--- config.mk ---
export PLATFORM = sky130hd
export DESIGN_NAME = alu
export DESIGN_NICKNAME = d
export VERILOG_FILES = /design/src/hw/rv_core_pkg.sv /design/src/hw/alu.sv
export SDC_FILE = /design/constraint.sdc
export NUM_CORES = 1
export LEC_CHECK = 0
export BUFFER_PORTS_ARGS = -buffer_cell sky130_fd_sc_hd__buf_2
export CORE_UTILIZATION = 55
export DETAILED_ROUTE_END_ITERATION = 8
export PLACE_DENSITY = 0.87
export SLEW_MARGIN = 10
export SYNTH_ARGS = -nofsm -noshare
export SYNTH_HDL_FRONTEND = slang
export SYNTH_SLANG_ARGS = --single-unit
--- constraint.sdc ---
create_clock -name vclk -period 14.2
set_clock_uncertainty 0.1 [all_clocks]
set_input_delay 2.84 -clock vclk [all_inputs]
set_output_delay 2.84 -clock vclk [all_outputs]
set_load 0.005 [all_outputs]
--- src/hw/rv_core_pkg.sv ---
/* rv64 core shared constants */

package rv_core_pkg;

  // first fetch address after reset
  localparam logic [63:0] reset_pc = 64'h0000_0000_8000_0000;

  // major opcodes, inst[6:0]
  localparam logic [6:0] op_lui    = 7'b0110111;
  localparam logic [6:0] op_auipc  = 7'b0010111;
  localparam logic [6:0] op_op_imm = 7'b0010011;
  localparam logic [6:0] op_op     = 7'b0110011;
  localparam logic [6:0] op_jal    = 7'b1101111;
  localparam logic [6:0] op_system = 7'b1110011;

  // add/addi/sub share funct3
  localparam logic [2:0] funct3_add = 3'b000;

  // funct7 splits add from sub
  localparam logic [6:0] funct7_base = 7'b0000000;
  localparam logic [6:0] funct7_sub  = 7'b0100000;

  // the one system encoding the core accepts
  localparam logic [31:0] inst_ebreak = 32'h0010_0073;

  // alu operation select
  typedef enum logic [1:0] {
    alu_add,
    alu_sub,
    alu_pass_b
  } alu_op_e;

endpackage

--- src/hw/alu.sv ---
/* add/sub alu */

`timescale 1ns/1ps

module alu import rv_core_pkg::*; #(
  parameter int unsigned xlen = 64
) (
  input  logic [xlen-1:0] a,
  input  logic [xlen-1:0] b,
  input  alu_op_e         op,
  output logic [xlen-1:0] result
);

  always_comb begin
    case (op)
      alu_add: begin
        // addi, add, auipc and the jal link
        result = a + b;
      end
      alu_sub: begin
        result = a - b;
      end
      alu_pass_b: begin
        // lui, u immediate straight through
        result = b;
      end
      default: begin
        result = '0;
      end
    endcase
  end

endmodule

==> impl_metrics.ini <==
[die]
coreArea_um2 = 9820
die_area_um2 = 10600
fp.dieH_um = 103
die_w_um = 103
initial_utilization_pct = 57.3
row_count = 36
io_pins = 194

[detailed_routing]
drt_first_pass_iters = 5
ant_nets = 0
vias = 7086
drt_iter0_markers = 338
wl_per_cell_um = 15.2
drc = 0
wirelength_um = 17900
vias_per_cell = 6.02

[place]
port_buffers = 194
hpwl_um = 14600
routabilityCongestion = 0.993

[sta]
tns_ps = 0
worstMarginPinSlew_ps = 1170
setup_viol = 0
slew_headroom_pct = 22.1
rsz0062_at_grt = false
period_needed_ps = 11970
timing.fmax_ghz = 0.0836
finalCritPeriodShare_pct = 84.3
hold_viol = 0
maxSlewViolCount = 0

[global_routing]
grt_max_degree = 65
grt_pass1_wl_um = 28200
antenna_found_initial = 0
grt_usage_pct = 32.5
grt_overflow = 0
grt_pass1_vias = 6388

[worst_setup_path]
required_ps = 11260
cp-start-kind = input pin
crit_fanout = 63
endpoint_kind = output port
path_class = input pin to output port
cp.arrival_ps = 9030

[cells_and_area]
final_core_util_pct = 67.3
area_growth_pct = 17.6
seq_cell_count = 0
nClkBuffers = 0
diodes = 0
multi_input_area_um2 = 5360
nFillCells = 950
final_layout_size_suffix_gt1_share_pct = 21.0
layout.nets = 1242
seq_area_um2 = 0

[synthesis]
yosysTopAreaCellShare_pct = 14.2
synth_cells = 889
synth_nets = 1084
yosysSeqAreaShare_pct = 0
synth_area_um2 = 5620
synth_common_cells = nand2_1 (124), o21ai_0 (112), a21oi_1 (86)
synth_top_cell_by_area = ha_1
yosys.cell_count.top_type = nand2_1
synth.avg_cell_area_um2 = 6.32
ys_warn_count = 0
ys_types = 72
synthTopCellsByArea = ha_1 (14%), o21ai_0 (10%), xnor2_1 (9.2%)

[cts]
cts_resized = 0
postCtsHoldBufs = 0
cts_setup_buffers = 0

[power]
p_per_area_nw_per_um2 = 59.1
leakagePower_nw = 3.06
peakVddDrop_v = 0.0000315

[status]
status = completed

[worst_hold_path]
hold_class = input pin to output port

[run]
drv_cap = 0
kinds of logic (layout without fill, tap and decap cells):
kind of cell             count (synthesis)  in the layout  synth area share (%)
AO/OA/AOI/OAI                          324            324                  35.1
AND/OR/NAND/NOR                        316            316                  27.2
XOR/XNOR                               116            116                  18.2
buffers and inverters                   68            224                  4.85
adder cells (fa/ha/maj)                 65             65                  14.6
final timing paths:
check | startpoint | to | slack [ps] | cells after the start
worst max-delay path | op[1] | result[62] | 2230 | 17
worst min-delay path | b[63] | result[63] | 5870 | 4
layout by cell type (no fill, tap or decap), types with 19 or more instances in the layout:
cell type	count
o21ai_0	112
nor3_1	23
ha_1	64
nand2_1	124
nand3_1	19
inv_1	27
nor2_1	66
a21o_1	30
xor2_1	56
buf_2	194
a21oi_1	86
xnor2_1	59
per-layer routing:
layer	up-vias	GRT usage, %	part of all wire, %
met2	306	59.4	47
met5	-	0	0
met4	0	9.10	2.6
met3	41	2.17	7.0
li1	3555	-	-
met1	3184	40.7	43
critical path, cell delays in order:
cell and delay (ps):
buf_2 700, clkinv_1 520, nand2_1 990, o21ai_0 270
xor2_1 220, ha_1 370, a21o_1 200, a311o_1 370
a2111oi_1 490, o31ai_1 130, a21oi_1 310, o21ai_1 210
a31oi_2 410, nor3_1 120, or4_1 480, a32o_1 260
buf_2 120
area by class of cell:
class | count | share of cell area (%)
Inverter | 29 | 1.65
Multi-Input combinational cell | 821 | 81.0
Timing Repair Buffer | 195 | 14.8
Tap cell | 133 | 2.52
power breakdown:
group | internal [mW] | switching [mW]
combinational | 0.168 | 0.223
clock | 0 | 0
sequential | 0 | 0
stage by stage:
stage	setup slack (ps)	instances	cell area [um2]	total power, mW	hold WS [ps]
finish	2230	1178	6610	0.391	5870
global route	1700	1178	6610	0.432	5910
CTS	2300	1178	6610	0.385	5870
detailed placement	2340	1178	6610	0.382	5870
global placement	2400	1178	6610	0.380	5880
floorplan	3520	889	5620	0.265	5670
No activity file was read; power rests on OpenSTA's default activity.
