--- src/hw/reg_file.sv ---
/* integer register file */

`timescale 1ns/1ps

module reg_file #(
  parameter int unsigned xlen = 64
) (
  input  logic            clk,
  input  logic            rst_n,
  input  logic            wen,
  input  logic [4:0]      waddr,
  input  logic [xlen-1:0] wdata,
  input  logic [4:0]      raddr_a,
  input  logic [4:0]      raddr_b,
  output logic [xlen-1:0] rdata_a,
  output logic [xlen-1:0] rdata_b
);

  // x1..x31, x0 has no storage
  logic [xlen-1:0] regs [1:31];

  always_ff @(posedge clk or negedge rst_n) begin
    if (!rst_n) begin
      for (int i = 1; i < 32; i++) begin
        regs[i] <= '0;
      end
    end else if (wen && waddr != 5'd0) begin
      regs[waddr] <= wdata;
    end
  end

  // combinational reads, new value shows next cycle
  assign rdata_a = (raddr_a == 5'd0) ? '0 : regs[raddr_a];
  assign rdata_b = (raddr_b == 5'd0) ? '0 : regs[raddr_b];

  // decoder already masks rd == 0 out of the enable
  a_no_x0_write: assert property (
    @(posedge clk) disable iff (!rst_n) !(wen && waddr == 5'd0)
  ) else $error("write enable raised for x0");

endmodule

--- config.mk ---
export PLATFORM = sky130hd
export DESIGN_NAME = reg_file
export DESIGN_NICKNAME = d
export VERILOG_FILES = /design/src/hw/reg_file.sv
export SDC_FILE = /design/constraint.sdc
export NUM_CORES = 2
export LEC_CHECK = 0
export BUFFER_PORTS_ARGS = -buffer_cell sky130_fd_sc_hd__buf_2
export CAP_MARGIN = 20
export CORE_ASPECT_RATIO = 1.4
export CORE_MARGIN = 8
export CORE_UTILIZATION = 53
export CTS_CLUSTER_SIZE = 12
export DETAILED_ROUTE_END_ITERATION = 10
export PLACE_DENSITY = 0.78
export SLEW_MARGIN = 20
export SYNTH_ARGS = -nofsm -noshare
export SYNTH_HDL_FRONTEND = slang
export SYNTH_SLANG_ARGS = --single-unit
--- constraint.sdc ---
create_clock -name clk -period 2.3 [get_ports clk]
set_input_delay 0.23 -clock clk [delete_from_list [all_inputs] [get_ports clk]]
set_output_delay 0.23 -clock clk [all_outputs]
set_load 0.02 [all_outputs]
==> out/qor.csv <==
metric,value,unit
Synth Register Bits,1984,
vias per cell,7.03,
total core area,0.201,mm2
Setup WS pre-CTS,-0.570,ns
data required time of the critical path,2.07,ns
I/O Buffers,209,
Post-Synthesis Cell Area,0.107,mm2
Inserted Clock Buffers,202,
Final Max Tran Viols,0,
Synth top area share,0.465,
Final Power,103,mW
final cell count without fillers,10700,
hold path endpoint,regs[1354],
placed inst area,0.117,mm2
initial DRC count,8005,
Die ar.,0.216,mm2
Util after Layout,0.627,
R2R Path Start,regs[676],
failing checks,negative setup slack,
ys flop type,dfrtp_1,
Avg WL per Cell,33.0,um
Initial Util,0.531,
status,"finished, violations left",
Synth area leader,dfrtp_1,
Tmin final,2.90,ns
total gr overflow,0,
Synth area leaders,"dfrtp_1 (47%), mux2_2 (23%), mux4_2 (16%)",
largest net degree at the start of global routing,133,
CTS tree,yes,
CP max FO,3,
GP Congestion,0.866,
Setup TNS Final,-56.09,ns
Worst slew margin,0.401,
initial antenna violation count,28,
Critical Path End Type,primary output,
Die X,395,um
"Largest delay share family, worst path",simple AND/OR/NAND/NOR gates,
layout cells sized above 1,0.553,
Largest register FFs,1984,
R2R depth,3,
"Async S/R FF share, synth",1.00,
share of the yosys chip area belonging to registers,0.465,
final WL,354,mm
CP max stage cell,or4_4,
Power Dens Cells,818,mW/mm2
Largest Register,regs,
die height,547,um
NumNets Final,8049,
worst slew pin tran,0.892,ns
hold path depth,2,
Rows,195,
Syn Inst Count,7449,
DRT antenna net count,0,
reg2reg setup slack,1.28,ns
clock insertion delay at the later pin of the skew report,0.87,ns
# setup viols final,128,
Synth cell types,44,
Pleak,55.6,nW
vias in the first global route,79900,
first-pass GRT wire length,526,mm
worst hold slack,0.0255,ns
hold_sp,wdata[10],
period utilisation layout,1.26,
RSZ-0062 raised after global routing,true,
placed insts,10200,
Clock Root Buffer,clkbuf_16,
Clock Skew,0,ns
dpl hpwl,221,mm
GRT Total Usage,0.319,
drt drc,0,
H-Tree Level Count,4,
reg2reg end,regs[676],
final hold vios,0,
yosys warns,0,
CTS Buffer Depth,4,
"Reg clk slew, reported paths",0.06,ns
CP arrival,2.67,ns
Layout area overhead,18.0,%
Peak supply drop,0.000700,V
biggest regs,regs: 1984 flops,
Vias,75400,
max-cap violations,0,
f_max,345,MHz
critical path's largest stage delay,0.55,ns
Syn Nets,7531,
# IOs,210,
syn avg cell area,14.3,um2
HP Class,input port to flop,
DRT Pass-1 Iters,5,
Bufs and invs on worst path,1,
Worst Setup Start Kind,flop,
setup ws final,-0.602,ns
fin area,0.126,mm2
number of enable flip-flop cells after synthesis,0,
CP Cell Sequence,"mux4_2, nor2b_1, nor3_1, or4_4, buf_6",
clk sinks,1984,
WS Path Type,flop to primary output,
-- cell usage in the layout (no fill, tap or decap), types with 74 or more instances in the layout --
cell type / n
mux2_2: 2139
a21oi_1: 100
nor2_1: 84
nor3_1: 79
buf_12: 289
mux4_2: 748
o211ai_1: 79
a221oi_1: 99
dfrtp_1: 1984
buf_6: 93
nand2_1: 233
buf_4: 580
mux2i_1: 453
clkbuf_16: 203
buf_2: 84
nor2b_1: 95
a22oi_1: 74
-- synth_stat cells (all sizes together), types with 68 or more instances --
cell       n
mux2    2185
o211ai    79
mux4     748
buf      356
nor2     105
a31oi     68
nor3      88
nand2    254
a22oi     75
dfrtp   1984
a21oi    121
mux2i    458
nor2b    121
clkbuf   446
a221oi   120
o21ai    105
-- per-layer routing --
layer | vias to the layer above | global-route usage | share of wire
li1 | 29500 | - | -
met1 | 39800 | 0.399 | 0.36
met2 | 4658 | 0.500 | 0.47
met3 | 1461 | 0.0749 | 0.098
met4 | 22 | 0.204 | 0.075
met5 | - | 0 | 0.00037
-- worst max path at each step --
stage	start	to	slack [ns]	cells after the start
after CTS	regs[817]	rdata_b[49]	-0.64	6
after global routing	regs[257]	rdata_b[1]	-0.69	6
final	regs[1567]	rdata_a[31]	-0.60	5
after detailed placement	raddr_b[0]	rdata_b[63]	-0.57	9
after floorplan	raddr_b[1]	rdata_b[5]	0.04	8
after global placement	raddr_b[0]	rdata_b[37]	-0.59	9
-- worst reg2reg max path, stage by stage, from the launching register on --
cell     delay, ns
dfrtp_1       0.40
buf_4         0.14
buf_4         0.12
mux2_2        0.25
-- final cells by class --
cell class              instances  area, um2
diodes                         14       35.0
flip-flops and latches       1984      49600
well taps                    2659       3330
inverters                       1       6.26
multi-input cells            4662      54800
clock buffers                 273       5550
fillers                     14100      74900
repair buffers               1116      12300
clock inverters                21        183
-- cell families (layout without fill, tap and decap cells) --
kind of cell | Yosys count | count (layout) | synth area share
muxes | 3391 | 3391 | 0.432
DFF | 1984 | 1984 | 0.465
buffers and inverters | 803 | 1411 | 0.0337
AOI/OAI and AO/OA | 651 | 651 | 0.0421
and+or+nand+nor | 620 | 620 | 0.0269
other | 0 | 14 | 0
-- power by group --
part | internal [mW] | switching, mW | total [mW] | leakage [nW]
registers | 41.8 | 5.47 | 47.2 | 25.4
clock network | 16.7 | 13.7 | 30.5 | 2.82
logic | 14.9 | 10.4 | 25.3 | 27.5
-- timing repair --
| item | CTS | global route |
|---|---|---|
| pin swaps | 133 | 90 |
| endpoints found under the hold margin | 3003 | 0 |
| cloned | 0 | 0 |
| endpoints found under the setup margin | 128 | 128 |
| resized for setup | 420 | 89 |
| setup buffers | 129 | 30 |
| hold buffers | 62 | 0 |
Power figures use the tool's default switching activity.
