### src/hw/rv_core_pkg.sv
/* rv64 core shared constants */

package rv_core_pkg;

  // first fetch address after reset
  localparam logic [63:0] reset_pc = 64'h0000_0000_8000_0000;

  // major opcodes, inst[6:0]
  localparam logic [6:0] op_lui    = 7'b0110111;
  localparam logic [6:0] op_auipc  = 7'b0010111;
  localparam logic [6:0] op_op_imm = 7'b0010011;
  localparam logic [6:0] op_op     = 7'b0110011;
  localparam logic [6:0] op_jal    = 7'b1101111;
  localparam logic [6:0] op_system = 7'b1110011;

  // add/addi/sub share funct3
  localparam logic [2:0] funct3_add = 3'b000;

  // funct7 splits add from sub
  localparam logic [6:0] funct7_base = 7'b0000000;
  localparam logic [6:0] funct7_sub  = 7'b0100000;

  // the one system encoding the core accepts
  localparam logic [31:0] inst_ebreak = 32'h0010_0073;

  // alu operation select
  typedef enum logic [1:0] {
    alu_add,
    alu_sub,
    alu_pass_b
  } alu_op_e;

endpackage

### src/hw/inst_decoder.sv
/* instruction decoder */

`timescale 1ns/1ps

module inst_decoder import rv_core_pkg::*; #(
  parameter int unsigned xlen = 64
) (
  input  logic [31:0]     inst,
  output logic [4:0]      rd,
  output logic [4:0]      rs1,
  output logic [4:0]      rs2,
  output logic [xlen-1:0] imm,
  output logic [xlen-1:0] imm_link,
  output logic            use_imm,
  output logic            use_pc,
  output alu_op_e         alu_op,
  output logic            rd_wen,
  output logic            is_jal,
  output logic            is_ebreak,
  output logic            illegal
);

  logic [6:0]      opcode;
  logic [2:0]      funct3;
  logic [6:0]      funct7;
  logic [xlen-1:0] imm_i;
  logic [xlen-1:0] imm_u;
  logic [xlen-1:0] imm_j;
  logic            writes_rd;

  // fixed field positions
  assign opcode = inst[6:0];
  assign rd     = inst[11:7];
  assign funct3 = inst[14:12];
  assign rs1    = inst[19:15];
  assign rs2    = inst[24:20];
  assign funct7 = inst[31:25];

  // immediates, all sign extended from inst[31]
  assign imm_i = {{(xlen-12){inst[31]}}, inst[31:20]};
  assign imm_u = {{(xlen-32){inst[31]}}, inst[31:12], 12'h000};
  assign imm_j = {{(xlen-21){inst[31]}}, inst[31], inst[19:12], inst[20],
                  inst[30:21], 1'b0};

  // link value is pc + 4, alu adds this to pc
  assign imm_link = xlen'(4);

  always_comb begin
    // defaults: no write, not recognised
    imm       = imm_i;
    use_imm   = 1'b0;
    use_pc    = 1'b0;
    alu_op    = alu_add;
    writes_rd = 1'b0;
    is_jal    = 1'b0;
    is_ebreak = 1'b0;
    illegal   = 1'b0;
    case (opcode)
      op_lui: begin
        imm       = imm_u;
        use_imm   = 1'b1;
        alu_op    = alu_pass_b;
        writes_rd = 1'b1;
      end
      op_auipc: begin
        imm       = imm_u;
        use_imm   = 1'b1;
        use_pc    = 1'b1;
        writes_rd = 1'b1;
      end
      op_op_imm: begin
        // addi only
        use_imm   = 1'b1;
        writes_rd = funct3 == funct3_add;
        illegal   = funct3 != funct3_add;
      end
      op_op: begin
        if (funct3 == funct3_add && funct7 == funct7_base) begin
          writes_rd = 1'b1;
        end else if (funct3 == funct3_add && funct7 == funct7_sub) begin
          alu_op    = alu_sub;
          writes_rd = 1'b1;
        end else begin
          illegal = 1'b1;
        end
      end
      op_jal: begin
        // imm carries the jump offset to fetch
        imm       = imm_j;
        use_pc    = 1'b1;
        is_jal    = 1'b1;
        writes_rd = 1'b1;
      end
      op_system: begin
        is_ebreak = inst == inst_ebreak;
        illegal   = inst != inst_ebreak;
      end
      default: begin
        illegal = 1'b1;
      end
    endcase
  end

  // x0 is never written
  assign rd_wen = writes_rd && (rd != 5'd0);

endmodule

### config.mk
export PLATFORM = sky130hd
export DESIGN_NAME = inst_decoder
export DESIGN_NICKNAME = d
export VERILOG_FILES = /design/src/hw/rv_core_pkg.sv /design/src/hw/inst_decoder.sv
export SDC_FILE = /design/constraint.sdc
export NUM_CORES = 1
export LEC_CHECK = 0
export BUFFER_PORTS_ARGS = -buffer_cell sky130_fd_sc_hd__buf_4
export CAP_MARGIN = 20
export CORE_MARGIN = 4
export CORE_UTILIZATION = 30
export DETAILED_ROUTE_END_ITERATION = 7
export GPL_ROUTABILITY_DRIVEN = 0
export PLACE_DENSITY = 0.81
export REMOVE_ABC_BUFFERS = 1
export SYNTH_ARGS = -nofsm -noshare
export SYNTH_HDL_FRONTEND = slang
export SYNTH_SLANG_ARGS = --single-unit
### constraint.sdc
create_clock -name vclk -period 2.3
set_clock_uncertainty 0.2 [all_clocks]
set_input_delay 0.46 -clock vclk [all_inputs]
set_output_delay 0.46 -clock vclk [all_outputs]
set_load 0.05 [all_outputs]
==> metrics.txt <==
Seq/Total Area, Yosys=0; Crit path arrival time=2.10 ns; type of the tightest min-delay check=in -> out; antenna violations before repair=0; fillers=426; Hold Worst Slack=0.972 ns; Worst path slowest cell=or4_4; clock buffers=0; CP required=1.64 ns; CP Capture Type=output port; violated checks=setup timing; fmax=0.362 GHz; HPWL after detailed placement=3750 um; number of global-route vias before repair=1326; DP Cell Count=333; fin crit period=2.76 ns; drt total wl=4760 um; Finished Core Util=0.530; Mapped Cells=185; # diodes=0; die height=75.2 um; Ys Warns=0; mean post-synth cell area=7.33 sq um; CP max FO=2; Final Cycle Share=1.20; CP cell instances=buf_6 -> or4_4 -> or4_4 -> nor4_4 -> o31ai_2 -> buf_6; # rows=24; PwrDens=360 nW/um^2; Final setup viols=12; post-synth cell types=28; GRT overflow=0; Cell Count, Final, Fillers Out=340; drt first pass iters=2; hold path cells=2; outcome=finished, violations left; nets@finish=322; CP peak stage delay=0.53 ns; most common cell after layout, fill and taps aside=buf_4; Yosys top cell by area=buf_4; FF+latch count=0; IO Port Bufs=119; MaxCap Viol Count=0; full die area=5660 sq um; critical path class=in -> out; commonest non-fill, non-tap cells in the layout=buf_4, conb_1, buf_6; antenna-violating nets left=0; Leakage=1.32 nW; RSZ-0062 raised after global routing=yes; final hold violations=0; ranking of synthesized cells by area=buf_4, a21o_1, mux2_2; VDD IR max=0.233 mV; GR Util All Layers=0.146; per-cell routed wire length=14.0 um; I/O Pins=183; fraction of layout cells with a size suffix above 1=0.639; synthesized area=1360 sq um; register area=0 sq um; hold path endpoint=rd[1]; vias per cell=4.08; share of the synthesized area in the top cell type=0.620; first-pass GRT wire length=6570 um; nature of the critical path startpoint=input port; Multi-input gate area=838 sq um; DR iter-0 viols=39; worst hold start=inst[8]; largest net degree at the start of global routing=43; DR vias=1388; Final Worst Setup Slack=-0.461 ns; Final Max Slew Viols=0; Starting Density=0.311; core area=4350 sq um; P&R area growth vs syn=70.0%; overall die width=75.2 um; DRC errors left=0
-- layout make-up --
cell class,instances,area share
inverter,3,0.00488
multi-input combinational,128,0.364
timing repair buffer,157,0.603
tap,52,0.0282
-- per-layer routing --
| metal | vias to the layer above | GRT usage | wire length [um] |
|---|---|---|---|
| li1 | 646 | - | - |
| met1 | 639 | 0.180 | 1600 |
| met2 | 99 | 0.268 | 2520 |
| met3 | 4 | 0.0294 | 591 |
| met4 | 0 | 0.0155 | 52 |
| met5 | - | 0 | 0 |
-- worst max path at each step --
stage / slack (ns) / to / startpoint / depth (start not counted)
detailed placement: -0.52 / illegal / inst[8] / 6
CTS: -0.47 / illegal / inst[8] / 6
global route: -0.53 / illegal / inst[8] / 6
finish: -0.46 / illegal / inst[8] / 6
floorplan: -1.54 / imm[20] / inst[3] / 4
global placement: -0.49 / illegal / inst[8] / 6
-- what timing repair did --
item | in CTS | in global routing
pin swaps | 10 | 15
gates cloned | 4 | 1
endpoints found under the setup margin | 37 | 36
resized for setup | 57 | 16
hold endpoints to repair | 0 | 0
hold buffers | 0 | 0
setup buffers | 1 | 1
-- Yosys cell counts --
cell and number:
a2111o_1 1, a21o_1 12, a21oi_1 2, a22o_1 1
and2_1 2, buf_4 112, clkbuf_1 5, conb_1 2
inv_1 3, mux2_2 8, nand2_1 2, nand2b_1 1
nand3b_1 1, nand4_1 2, nor2_1 3, nor2b_1 10
nor3_1 3, nor3b_1 1, nor4_1 4, nor4_4 1
nor4b_1 1, o2111ai_1 1, o21ai_0 1, o31ai_2 1
or3_1 1, or3_2 1, or4_1 1, or4_4 2
-- power breakdown --
part / total, mW / switching, mW / internal, mW
combinational: 0.830 / 0.615 / 0.216
sequential: 0 / 0 / 0
clock: 0 / 0 / 0
total: 0.830 / 0.615 / 0.216
-- kinds of logic after synthesis --
group	after synthesis	synth area share
other	2	0.00554
buffers and inverters	120	0.642
AND/OR/NAND/NOR	36	0.178
multiplexers	8	0.0664
AO/OA/AOI/OAI	19	0.108
-- metrics by stage --
step | area [sq um] | TNS, ns | power (mW) | setup slack, ns
floorplan | 729 | -37.78 | 0.388 | -1.54
global placement | 1930 | -6.93 | 0.776 | -0.491
detailed placement | 1930 | -6.91 | 0.779 | -0.518
CTS | 2230 | -1.91 | 0.819 | -0.472
global route | 2310 | -2.56 | 0.864 | -0.534
finish | 2310 | -1.54 | 0.830 | -0.461
-- worst max-delay path, delay by kind of cell --
kind | cells | cell delay, ns
buffers and inverters | 2 | 0.25
and+or+nand+nor | 3 | 1.29
AOI/OAI and AO/OA | 1 | 0.09
(Power assumes the default switching activity.)
