$ cat config.mk
export PLATFORM = sky130hd
export DESIGN_NAME = fetch_unit
export DESIGN_NICKNAME = d
export VERILOG_FILES = /design/src/hw/rv_core_pkg.sv /design/src/hw/fetch_unit.sv
export SDC_FILE = /design/constraint.sdc
export NUM_CORES = 1
export LEC_CHECK = 0
export BUFFER_PORTS_ARGS = -buffer_cell sky130_fd_sc_hd__buf_2
export CELL_PAD_IN_SITES_DETAIL_PLACEMENT = 1
export CELL_PAD_IN_SITES_GLOBAL_PLACEMENT = 2
export CORE_MARGIN = 2
export CORE_UTILIZATION = 30
export CTS_CLUSTER_SIZE = 16
export DETAILED_ROUTE_END_ITERATION = 7
export PLACE_DENSITY = 0.82
export SLEW_MARGIN = 20
export SYNTH_ARGS = -nofsm -noshare
export SYNTH_HDL_FRONTEND = slang
export SYNTH_SLANG_ARGS = --single-unit
$ cat constraint.sdc
create_clock -name clk -period 3.3 [get_ports clk]
set_clock_uncertainty 0.15 [all_clocks]
set_input_delay 0.165 -clock clk [delete_from_list [all_inputs] [get_ports clk]]
set_output_delay 0.165 -clock clk [all_outputs]
set_load 0.1 [all_outputs]
$ cat src/hw/rv_core_pkg.sv
/* rv64 core shared constants */

package rv_core_pkg;

  // first fetch address after reset
  localparam logic [63:0] reset_pc = 64'h0000_0000_8000_0000;

  // major opcodes, inst[6:0]
  localparam logic [6:0] op_lui    = 7'b0110111;
  localparam logic [6:0] op_auipc  = 7'b0010111;
  localparam logic [6:0] op_op_imm = 7'b0010011;
  localparam logic [6:0] op_op     = 7'b0110011;
  localparam logic [6:0] op_jal    = 7'b1101111;
  localparam logic [6:0] op_system = 7'b1110011;

  // add/addi/sub share funct3
  localparam logic [2:0] funct3_add = 3'b000;

  // funct7 splits add from sub
  localparam logic [6:0] funct7_base = 7'b0000000;
  localparam logic [6:0] funct7_sub  = 7'b0100000;

  // the one system encoding the core accepts
  localparam logic [31:0] inst_ebreak = 32'h0010_0073;

  // alu operation select
  typedef enum logic [1:0] {
    alu_add,
    alu_sub,
    alu_pass_b
  } alu_op_e;

endpackage

$ cat src/hw/fetch_unit.sv
/* program counter and halt */

`timescale 1ns/1ps

module fetch_unit import rv_core_pkg::*; #(
  parameter int unsigned xlen = 64
) (
  input  logic            clk,
  input  logic            rst_n,
  input  logic            is_jal,
  input  logic [xlen-1:0] imm,
  input  logic            stop,
  output logic [xlen-1:0] pc,
  output logic            halted,
  output logic            running
);

  logic [xlen-1:0] next_pc;

  // out of reset and not yet stopped
  assign running = rst_n && !halted;

  // jal jumps by its offset, everything else steps one word
  assign next_pc = is_jal ? pc + imm : pc + xlen'(4);

  always_ff @(posedge clk or negedge rst_n) begin
    if (!rst_n) begin
      pc     <= reset_pc[xlen-1:0];
      halted <= 1'b0;
    end else if (running) begin
      if (stop) begin
        // pc stays on the stopping instruction
        halted <= 1'b1;
      end else begin
        pc <= next_pc;
      end
    end
  end

  // once halted the core is frozen for good
  a_pc_frozen: assert property (
    @(posedge clk) disable iff (!rst_n) halted |=> $stable(pc) && halted
  ) else $error("pc moved after halt");

endmodule

==> flow_summary.json, run 1 <==
{
  "setup.worst_path.end_class": "flip-flop",
  "slew_violations": 0,
  "synth_cells": 1059,
  "ff2ff_setup_slack_ns": -0.03,
  "wl_um": 32700,
  "synth_top_area_cell": "dfrtp_1",
  "failed_checks": "setup timing",
  "grt_pass1_vias": 9291,
  "drt-initial-drc-count": 556,
  "cellPowerDensity_nw_per_um2": 619,
  "ys_async_sr_fraction_pct": 100,
  "fp.dieH_um": 165,
  "vias_per_cell": 5.67,
  "drcViolationCount": 0,
  "synth_top_area_share_pct": 20.7,
  "max_cap_violations": 0,
  "cts_sinks": 65,
  "crit_type": "flip-flop to flip-flop",
  "timing.rr.end": "pc[52]",
  "seq_area_frac_synth_pct": 21.0,
  "fmax_mhz": 300,
  "pin_count": 134,
  "cts_tree": "built",
  "finalPower_uw": 6340,
  "worst_slew_pin_slew_ns": 0.973,
  "hpwlAfterDp_um": 25400,
  "status": "finished, violations left",
  "place.gp.congestion": 0.884,
  "vdd_ir_drop_max_uv": 305,
  "yosys-top-cells-area": "dfrtp_1 (21%), ha_1 (10%), a21oi_1 (9.4%)",
  "grt_overflow_total": 0,
  "synth_warnings": 0,
  "slew_headroom_pct": 35.1,
  "start_util_pct": 30.7,
  "synthFlopType": "dfrtp_1",
  "finalNetCount": 1409,
  "syn_area_um2": 7750,
  "nFillCells": 3206,
  "cts_buffer_depth": 2,
  "cp.arrival_ns": 3.41,
  "ys_seq_elements": 65,
  "drive_above_1_share_pct": 30.5,
  "finalSetupTns_ns": -0.0449,
  "min_period_ns": 3.33,
  "synth.distinct_cells": 78,
  "rsz0062_at_grt": "yes",
  "insertion_delay_ns": 0.35,
  "die_area_um2": 27100,
  "fin_util_pct": 40.5,
  "antenna_left": 0,
  "grtUsageTotal_pct": 24.2,
  "cp-startpoint": "pc[0]",
  "num_rows": 58,
  "cts.root.buffer_cell": "clkbuf_16",
  "cp-start-kind": "flip-flop",
  "crit_path_max_fanout": 3,
  "wl_per_cell_um": 20.3,
  "firstDrtPassIters": 5,
  "worst_ep_required_time_ns": 3.38,
  "antenna_found_initial": 0,
  "cts_max_level": 3,
  "r2r-start": "pc[0]",
  "synth_edf_count": 0,
  "critical_path.endpoint": "pc[52]",
  "diodes": 0,
  "hold_class": "input pin to flip-flop",
  "hold_viol": 0,
  "numCtsBuffers": 9,
  "r2r_cells": 14,
  "grt_max_degree": 67,
  "grt_pass1_wl_um": 51600,
  "fin_cells": 1611,
  "setup_ws_ns": -0.0332,
  "dieWidth_um": 165,
  "io_buffers": 133,
  "core_um2": 25300,
  "syn2layout_area_growth_pct": 32.1,
  "timing.final.crit_share_pct": 101,
  "clk_pin_slew_ns": 0.06,
  "whs_ns": 0.0359,
  "dp_cells": 1582,
  "vias": 9127,
  "synth.net_count": 1192,
  "syn_area_per_cell_um2": 7.32,
  "power_leakage_uw": 0.00453,
  "setup_violations": 3
}
## area by class of cell
cell class,instances,area [um^2],area share (%)
inverter,29,109,1.06
tap,330,413,4.03
timing repair buffer,264,1660,16.2
clock inverter,1,5.00,0.0489
clock buffer,15,258,2.52
multi-input combinational,907,6090,59.5
sequential,65,1700,16.6
## synth_stat cells (13+ instances only)
cell	instances
inv_1	28
dfrtp_1	64
a21oi_1	146
clkbuf_1	44
xor2_1	22
ha_1	64
o21ai_0	88
nand2_1	109
nand4_1	39
a21o_1	36
and3_1	15
nor2_1	106
xnor2_1	32
nand3_1	30
o22a_1	13
a31oi_1	21
nor3_1	19
## report_power, final
| part | switching (uW) | internal, uW |
|---|---|---|
| Clock | 399 | 531 |
| Combinational | 2870 | 1370 |
| Sequential | 188 | 979 |
| Total | 3460 | 2880 |
## worst max-delay path: stages (launching register included)
cell and delay [ns]:
dfrtp_4 0.49, ha_4 0.17, inv_2 0.05, fa_2 0.22
nor2b_4 0.06, o31ai_4 0.26, a21oi_2 0.11, a41oi_2 0.21
o211ai_1 0.16, a221o_1 0.43, a31o_4 0.27, a21oi_4 0.15
nor2_2 0.07, mux2i_1 0.11, a221o_1 0.32
## what timing repair did
action | 4_1_cts | 5_1_grt
endpoints found under the setup margin | 10 | 33
hold buffers | 2 | 0
resized for setup | 9 | 36
pin swaps | 10 | 26
hold endpoints to repair | 7 | 0
buffers inserted | 5 | 7
## registers in the layout (all words and copies together) (netlist names)
name and count:
halted 1, pc 64
## per-layer routing
| layer | wire length [um] | global-route usage [%] | vias to the layer above | share of wire (%) |
|---|---|---|---|---|
| met5 | 0 | 0 | - | 0 |
| met4 | 764 | 6.36 | 0 | 2.3 |
| met3 | 1580 | 2.76 | 49 | 4.8 |
| met2 | 15200 | 40.0 | 267 | 46 |
| met1 | 15200 | 33.5 | 4442 | 46 |
| li1 | - | - | 4369 | - |
## cells in the final DEF (no fill, tap or decap), drive strengths merged, types with 8 or more instances in the layout
cell type,netlist,layout
inv,29,29
nand2b,8,8
nand2,109,109
buf,8,262
nor2b,11,11
a21oi,146,146
xor2,22,22
o22ai,11,11
a31oi,22,22
a21o,37,37
and3,16,16
clkbuf,49,15
o22a,13,13
o211ai,10,10
nor2,107,107
o21bai,13,13
nand4,40,40
nand3,30,30
dfrtp,64,64
o21ai,91,91
xnor2,32,32
ha,64,64
nor3,20,20
## how the worst min path moves through the flow
stage,endpoint,slack [ns],cells past startpoint,startpoint
after floorplan,halted,-0.28,0,rst_n
after global routing,pc[0],0.05,4,imm[0]
after CTS,pc[0],0.02,4,imm[0]
final,pc[0],0.04,4,imm[0]
after detailed placement,pc[63],0.32,1,pc[63]
after global placement,halted,0.32,2,stop
## per-stage QoR
stage	worst slack (ns)	area, um^2
finish	-0.0332	10200
global placement	0.00830	9670
global route	-0.156	10200
floorplan	-0.0892	7960
CTS	-0.0344	10000
detailed placement	-0.0632	9670
## kinds of logic (layout without fill, tap and decap cells)
group | Yosys count | count (layout) | share of synthesized area [%]
AO/OA/AOI/OAI | 408 | 408 | 33.1
XOR/XNOR | 54 | 54 | 6.10
adder cells (fa/ha/maj) | 65 | 65 | 10.6
buffers and inverters | 87 | 309 | 4.87
flip-flops | 65 | 65 | 21.0
multiplexers | 6 | 6 | 0.823
AND/OR/NAND/NOR | 374 | 374 | 23.5
Note: power is estimated with default switching activity, not from simulation.
==> run 2: changes to the inputs <==
--- a/config.mk
+++ b/config.mk
@@ -5,14 +5,16 @@
 export SDC_FILE = /design/constraint.sdc
 export NUM_CORES = 1
 export LEC_CHECK = 0
+export ABC_AREA = 1
 export BUFFER_PORTS_ARGS = -buffer_cell sky130_fd_sc_hd__buf_2
 export CELL_PAD_IN_SITES_DETAIL_PLACEMENT = 1
 export CELL_PAD_IN_SITES_GLOBAL_PLACEMENT = 2
 export CORE_MARGIN = 2
-export CORE_UTILIZATION = 30
+export CORE_UTILIZATION = 27
 export CTS_CLUSTER_SIZE = 16
 export DETAILED_ROUTE_END_ITERATION = 7
-export PLACE_DENSITY = 0.82
+export PLACE_DENSITY = 0.81
+export SETUP_SLACK_MARGIN = 0.05
 export SLEW_MARGIN = 20
 export SYNTH_ARGS = -nofsm -noshare
 export SYNTH_HDL_FRONTEND = slang
==> run 2 against run 1 <==
Net effect: clock power increased by 2.3%; largest cell class unchanged; the run now ends clean; largest power group unchanged; register-to-register slack improved by 0.20 ns; routed wire length increased by 71%; core utilization decreased by 8.1 points; combinational power increased by 38%; hold slack got worse by 0.023 ns; total power increased by 28%; setup slack improved by 0.20 ns; highest routed layer unchanged; synthesized cell count increased by 83%; cell count increased by 63%; fmax increased by 6.4%; cell area increased by 20%.
==> flow_summary.json, run 2 <==
{
  "synth_edf_count": 0,
  "syn_area_per_cell_um2": 5.34,
  "reg_top3": "pc x64, halted x1",
  "drive_above_1_share_pct": 10.9,
  "nFillCells": 5232,
  "largest_reg_flops": 64,
  "rsz0062_at_grt": "yes",
  "min_period_ns": 3.13,
  "setup_violations": 0,
  "r2r-start": "pc[29]",
  "numCtsBuffers": 9,
  "path_cells": "ha_2 -> nand2_1 -> nor2_1 -> inv_1 -> nor2_1 -> a21boi_0 -> nor2_1 -> nand3b_1 -> nand3_1 -> a21boi_2",
  "slew_headroom_pct": 33.3,
  "grt_pass1_wl_um": 82200,
  "synth.most_common_cell": "nand2_1",
  "synth_top_area_share_pct": 26.5,
  "vias_per_cell": 5.08,
  "clk_pin_slew_ns": 0.07,
  "seq_area_frac_synth_pct": 15.7,
  "critical_path.endpoint": "pc[35]",
  "place.gp.congestion": 0.972,
  "yosys-top-cells-area": "nand2_1 (26%), dfrtp_1 (15%), inv_1 (13%)",
  "cts_max_level": 3,
  "cts_tree": "built",
  "r2r_cells": 10,
  "core_um2": 37800,
  "cts.root.buffer_cell": "clkbuf_16",
  "ys_async_sr_fraction_pct": 100,
  "switchingPower_uw": 5170,
  "dieWidth_um": 200,
  "cp.depth": 10,
  "ff2ff_setup_slack_ns": 0.17,
  "antenna_found_initial": 0,
  "pwr-share-seq_pct": 15.8,
  "largest-register": "pc",
  "final_common_cell": "nand2_1",
  "pin_count": 134,
  "vias": 13400,
  "start_util_pct": 27.5,
  "firstDrtPassIters": 5,
  "wl_um": 55900,
  "crit_type": "flip-flop to flip-flop",
  "timing.final.crit_share_pct": 94.9,
  "crit_top_cell": "nor2_1",
  "synth_warnings": 0,
  "hold_class": "input pin to flip-flop",
  "status": "finished clean",
  "cp-start-kind": "flip-flop",
  "grt_pass1_vias": 13600,
  "cts_buffer_depth": 2,
  "clkPwrFrac_pct": 11.8,
  "worst_ep_required_time_ns": 3.41,
  "max_cap_violations": 0,
  "vdd_ir_drop_max_uv": 244,
  "ys_seq_elements": 65,
  "diodes": 0,
  "io_buffers": 133,
  "syn2layout_area_growth_pct": 18.2,
  "cts_sinks": 65,
  "timing.rr.end": "pc[35]",
  "hpwlAfterDp_um": 47800,
  "hold_viol": 0,
  "drt-initial-drc-count": 968,
  "cp_num_buf_inv": 1,
  "critPathTopFamily": "simple AND/OR/NAND/NOR gates",
  "mostFrequentLayoutCells": "nand2_1 (731), inv_1 (351), nor2_1 (184), buf_2 (132), nand3_1 (124)",
  "setup.worst_path.end_class": "flip-flop",
  "p_int_uw": 2930,
  "die_area_um2": 40000,
  "grt_max_degree": 77,
  "synth_top_area_cell": "nand2_1",
  "synth_cells": 1942,
  "pwr-share-comb_pct": 72.4,
  "synth.net_count": 2075,
  "insertion_delay_ns": 0.36,
  "swShare_pct": 63.8,
  "num_rows": 71,
  "finalSetupTns_ns": 0,
  "finalNetCount": 2245,
  "wl_per_cell_um": 21.3,
  "synth.top_cells.by_count": "nand2_1 (732), inv_1 (351), nor2_1 (185)",
  "worst_slew_pin_slew_ns": 0.998,
  "cp.arrival_ns": 3.24,
  "antenna_left": 0,
  "fmax_mhz": 319,
  "cellPowerDensity_nw_per_um2": 660,
  "synth.distinct_cells": 45,
  "drcViolationCount": 0,
  "placed_cell_area_um2": 12000,
  "slew_violations": 0,
  "cp-startpoint": "pc[29]",
  "cp_slowest_cell": "dfrtp_1",
  "fp.dieH_um": 200,
  "post-route-cell-area_um2": 12300,
  "power_leakage_uw": 0.00696,
  "synthFlopType": "dfrtp_1",
  "crit_path_max_fanout": 6,
  "grt_overflow_total": 0,
  "crit_path_max_incr_delay_ns": 0.55,
  "grtUsageTotal_pct": 28.1,
  "syn_area_um2": 10400
}
run 2: changes by cell type after synthesis, moves of 27 or more:
cell | before | now
xnor2_1 | 32 | 5
nor2_1 | 106 | 185
nand3_1 | 30 | 124
inv_1 | 28 | 351
o21ai_0 | 88 | 55
a21o_1 | 36 | 1
a21oi_1 | 146 | 110
nand2_1 | 109 | 732
run 2: cell type report:
class                           instances  area (um^2)  area share (%)
Multi-Input combinational cell       1492         7310            59.6
Sequential cell                        65         1630            13.3
Inverter                              359         1350            11.0
Timing Repair Buffer                  185         1070            8.73
Tap cell                              511          639            5.22
Clock buffer                           10          229            1.87
Clock inverter                          6         36.3           0.296
run 2: worst reg2reg max path, stage by stage, from the launching register on:
cell and delay, ns:
dfrtp_1 0.55, ha_2 0.51, nand2_1 0.14, nor2_1 0.25, inv_1 0.09, nor2_1 0.26
a21boi_0 0.39, nor2_1 0.11, nand3b_1 0.10, nand3_1 0.20, a21boi_2 0.30
run 2: routing by layer:
| layer | track usage [%] | up-vias | routed length (um) |
|---|---|---|---|
| met3 | 4.18 | 85 | 3310 |
| met5 | 0 | - | 0 |
| met2 | 45.1 | 362 | 24700 |
| met1 | 38.4 | 6467 | 26000 |
| li1 | - | 6436 | - |
| met4 | 9.82 | 0 | 1890 |
run 2: how the worst min path moves through the flow:
stage	startpoint	to	slack, ns	cells after the start
CTS	imm[0]	pc[0]	0.008	3
global route	imm[0]	pc[0]	0.04	3
finish	imm[0]	pc[0]	0.01	3
global placement	stop	halted	0.28	3
detailed placement	stop	halted	0.31	3
floorplan	rst_n	halted	-0.28	0
run 2: repair_timing:
item	in CTS	in global routing
hold buffers	2	1
setup endpoints to repair	0	2
hold endpoints to repair	1	64
gates resized for setup	0	3
setup buffers	0	0
run 2: kinds of logic (layout without fill, tap and decap cells):
kind of cell	Yosys count	after routing	synth area share (%)
DFF	65	65	15.7
xor gates and xnor gates	38	38	3.21
buffers and inverters	385	560	14.0
adders and majority gates	65	65	7.91
AOI/OAI and AO/OA	235	235	13.0
and+or+nand+nor	1153	1153	46.1
muxes	1	1	0.109
run 2: per-stage QoR:
| stage | utilization, % | total power [uW] | hold WS (ns) | std cells | setup WS, ns |
|---|---|---|---|---|---|
| floorplan | - | 5100 | -0.281 | 1942 | 0.245 |
| finish | 32.5 | 8090 | 0.0133 | 2628 | 0.168 |
| global route | 32.5 | 8600 | 0.0445 | 2628 | 0.0176 |
| detailed placement | 31.7 | 7030 | 0.309 | 2609 | 0.155 |
| global placement | 31.7 | 6960 | 0.280 | 2609 | 0.104 |
| CTS | 32.4 | 8010 | 0.00788 | 2627 | 0.144 |
run 2: power groups by stage:
stage	sequential (uW)	combinational (uW)	clock [uW]
after CTS	1270	5780	964
after global routing	1290	6310	997
after global placement	1270	5690	0
final	1280	5860	951
after detailed placement	1280	5760	0
after floorplan	2520	2580	0
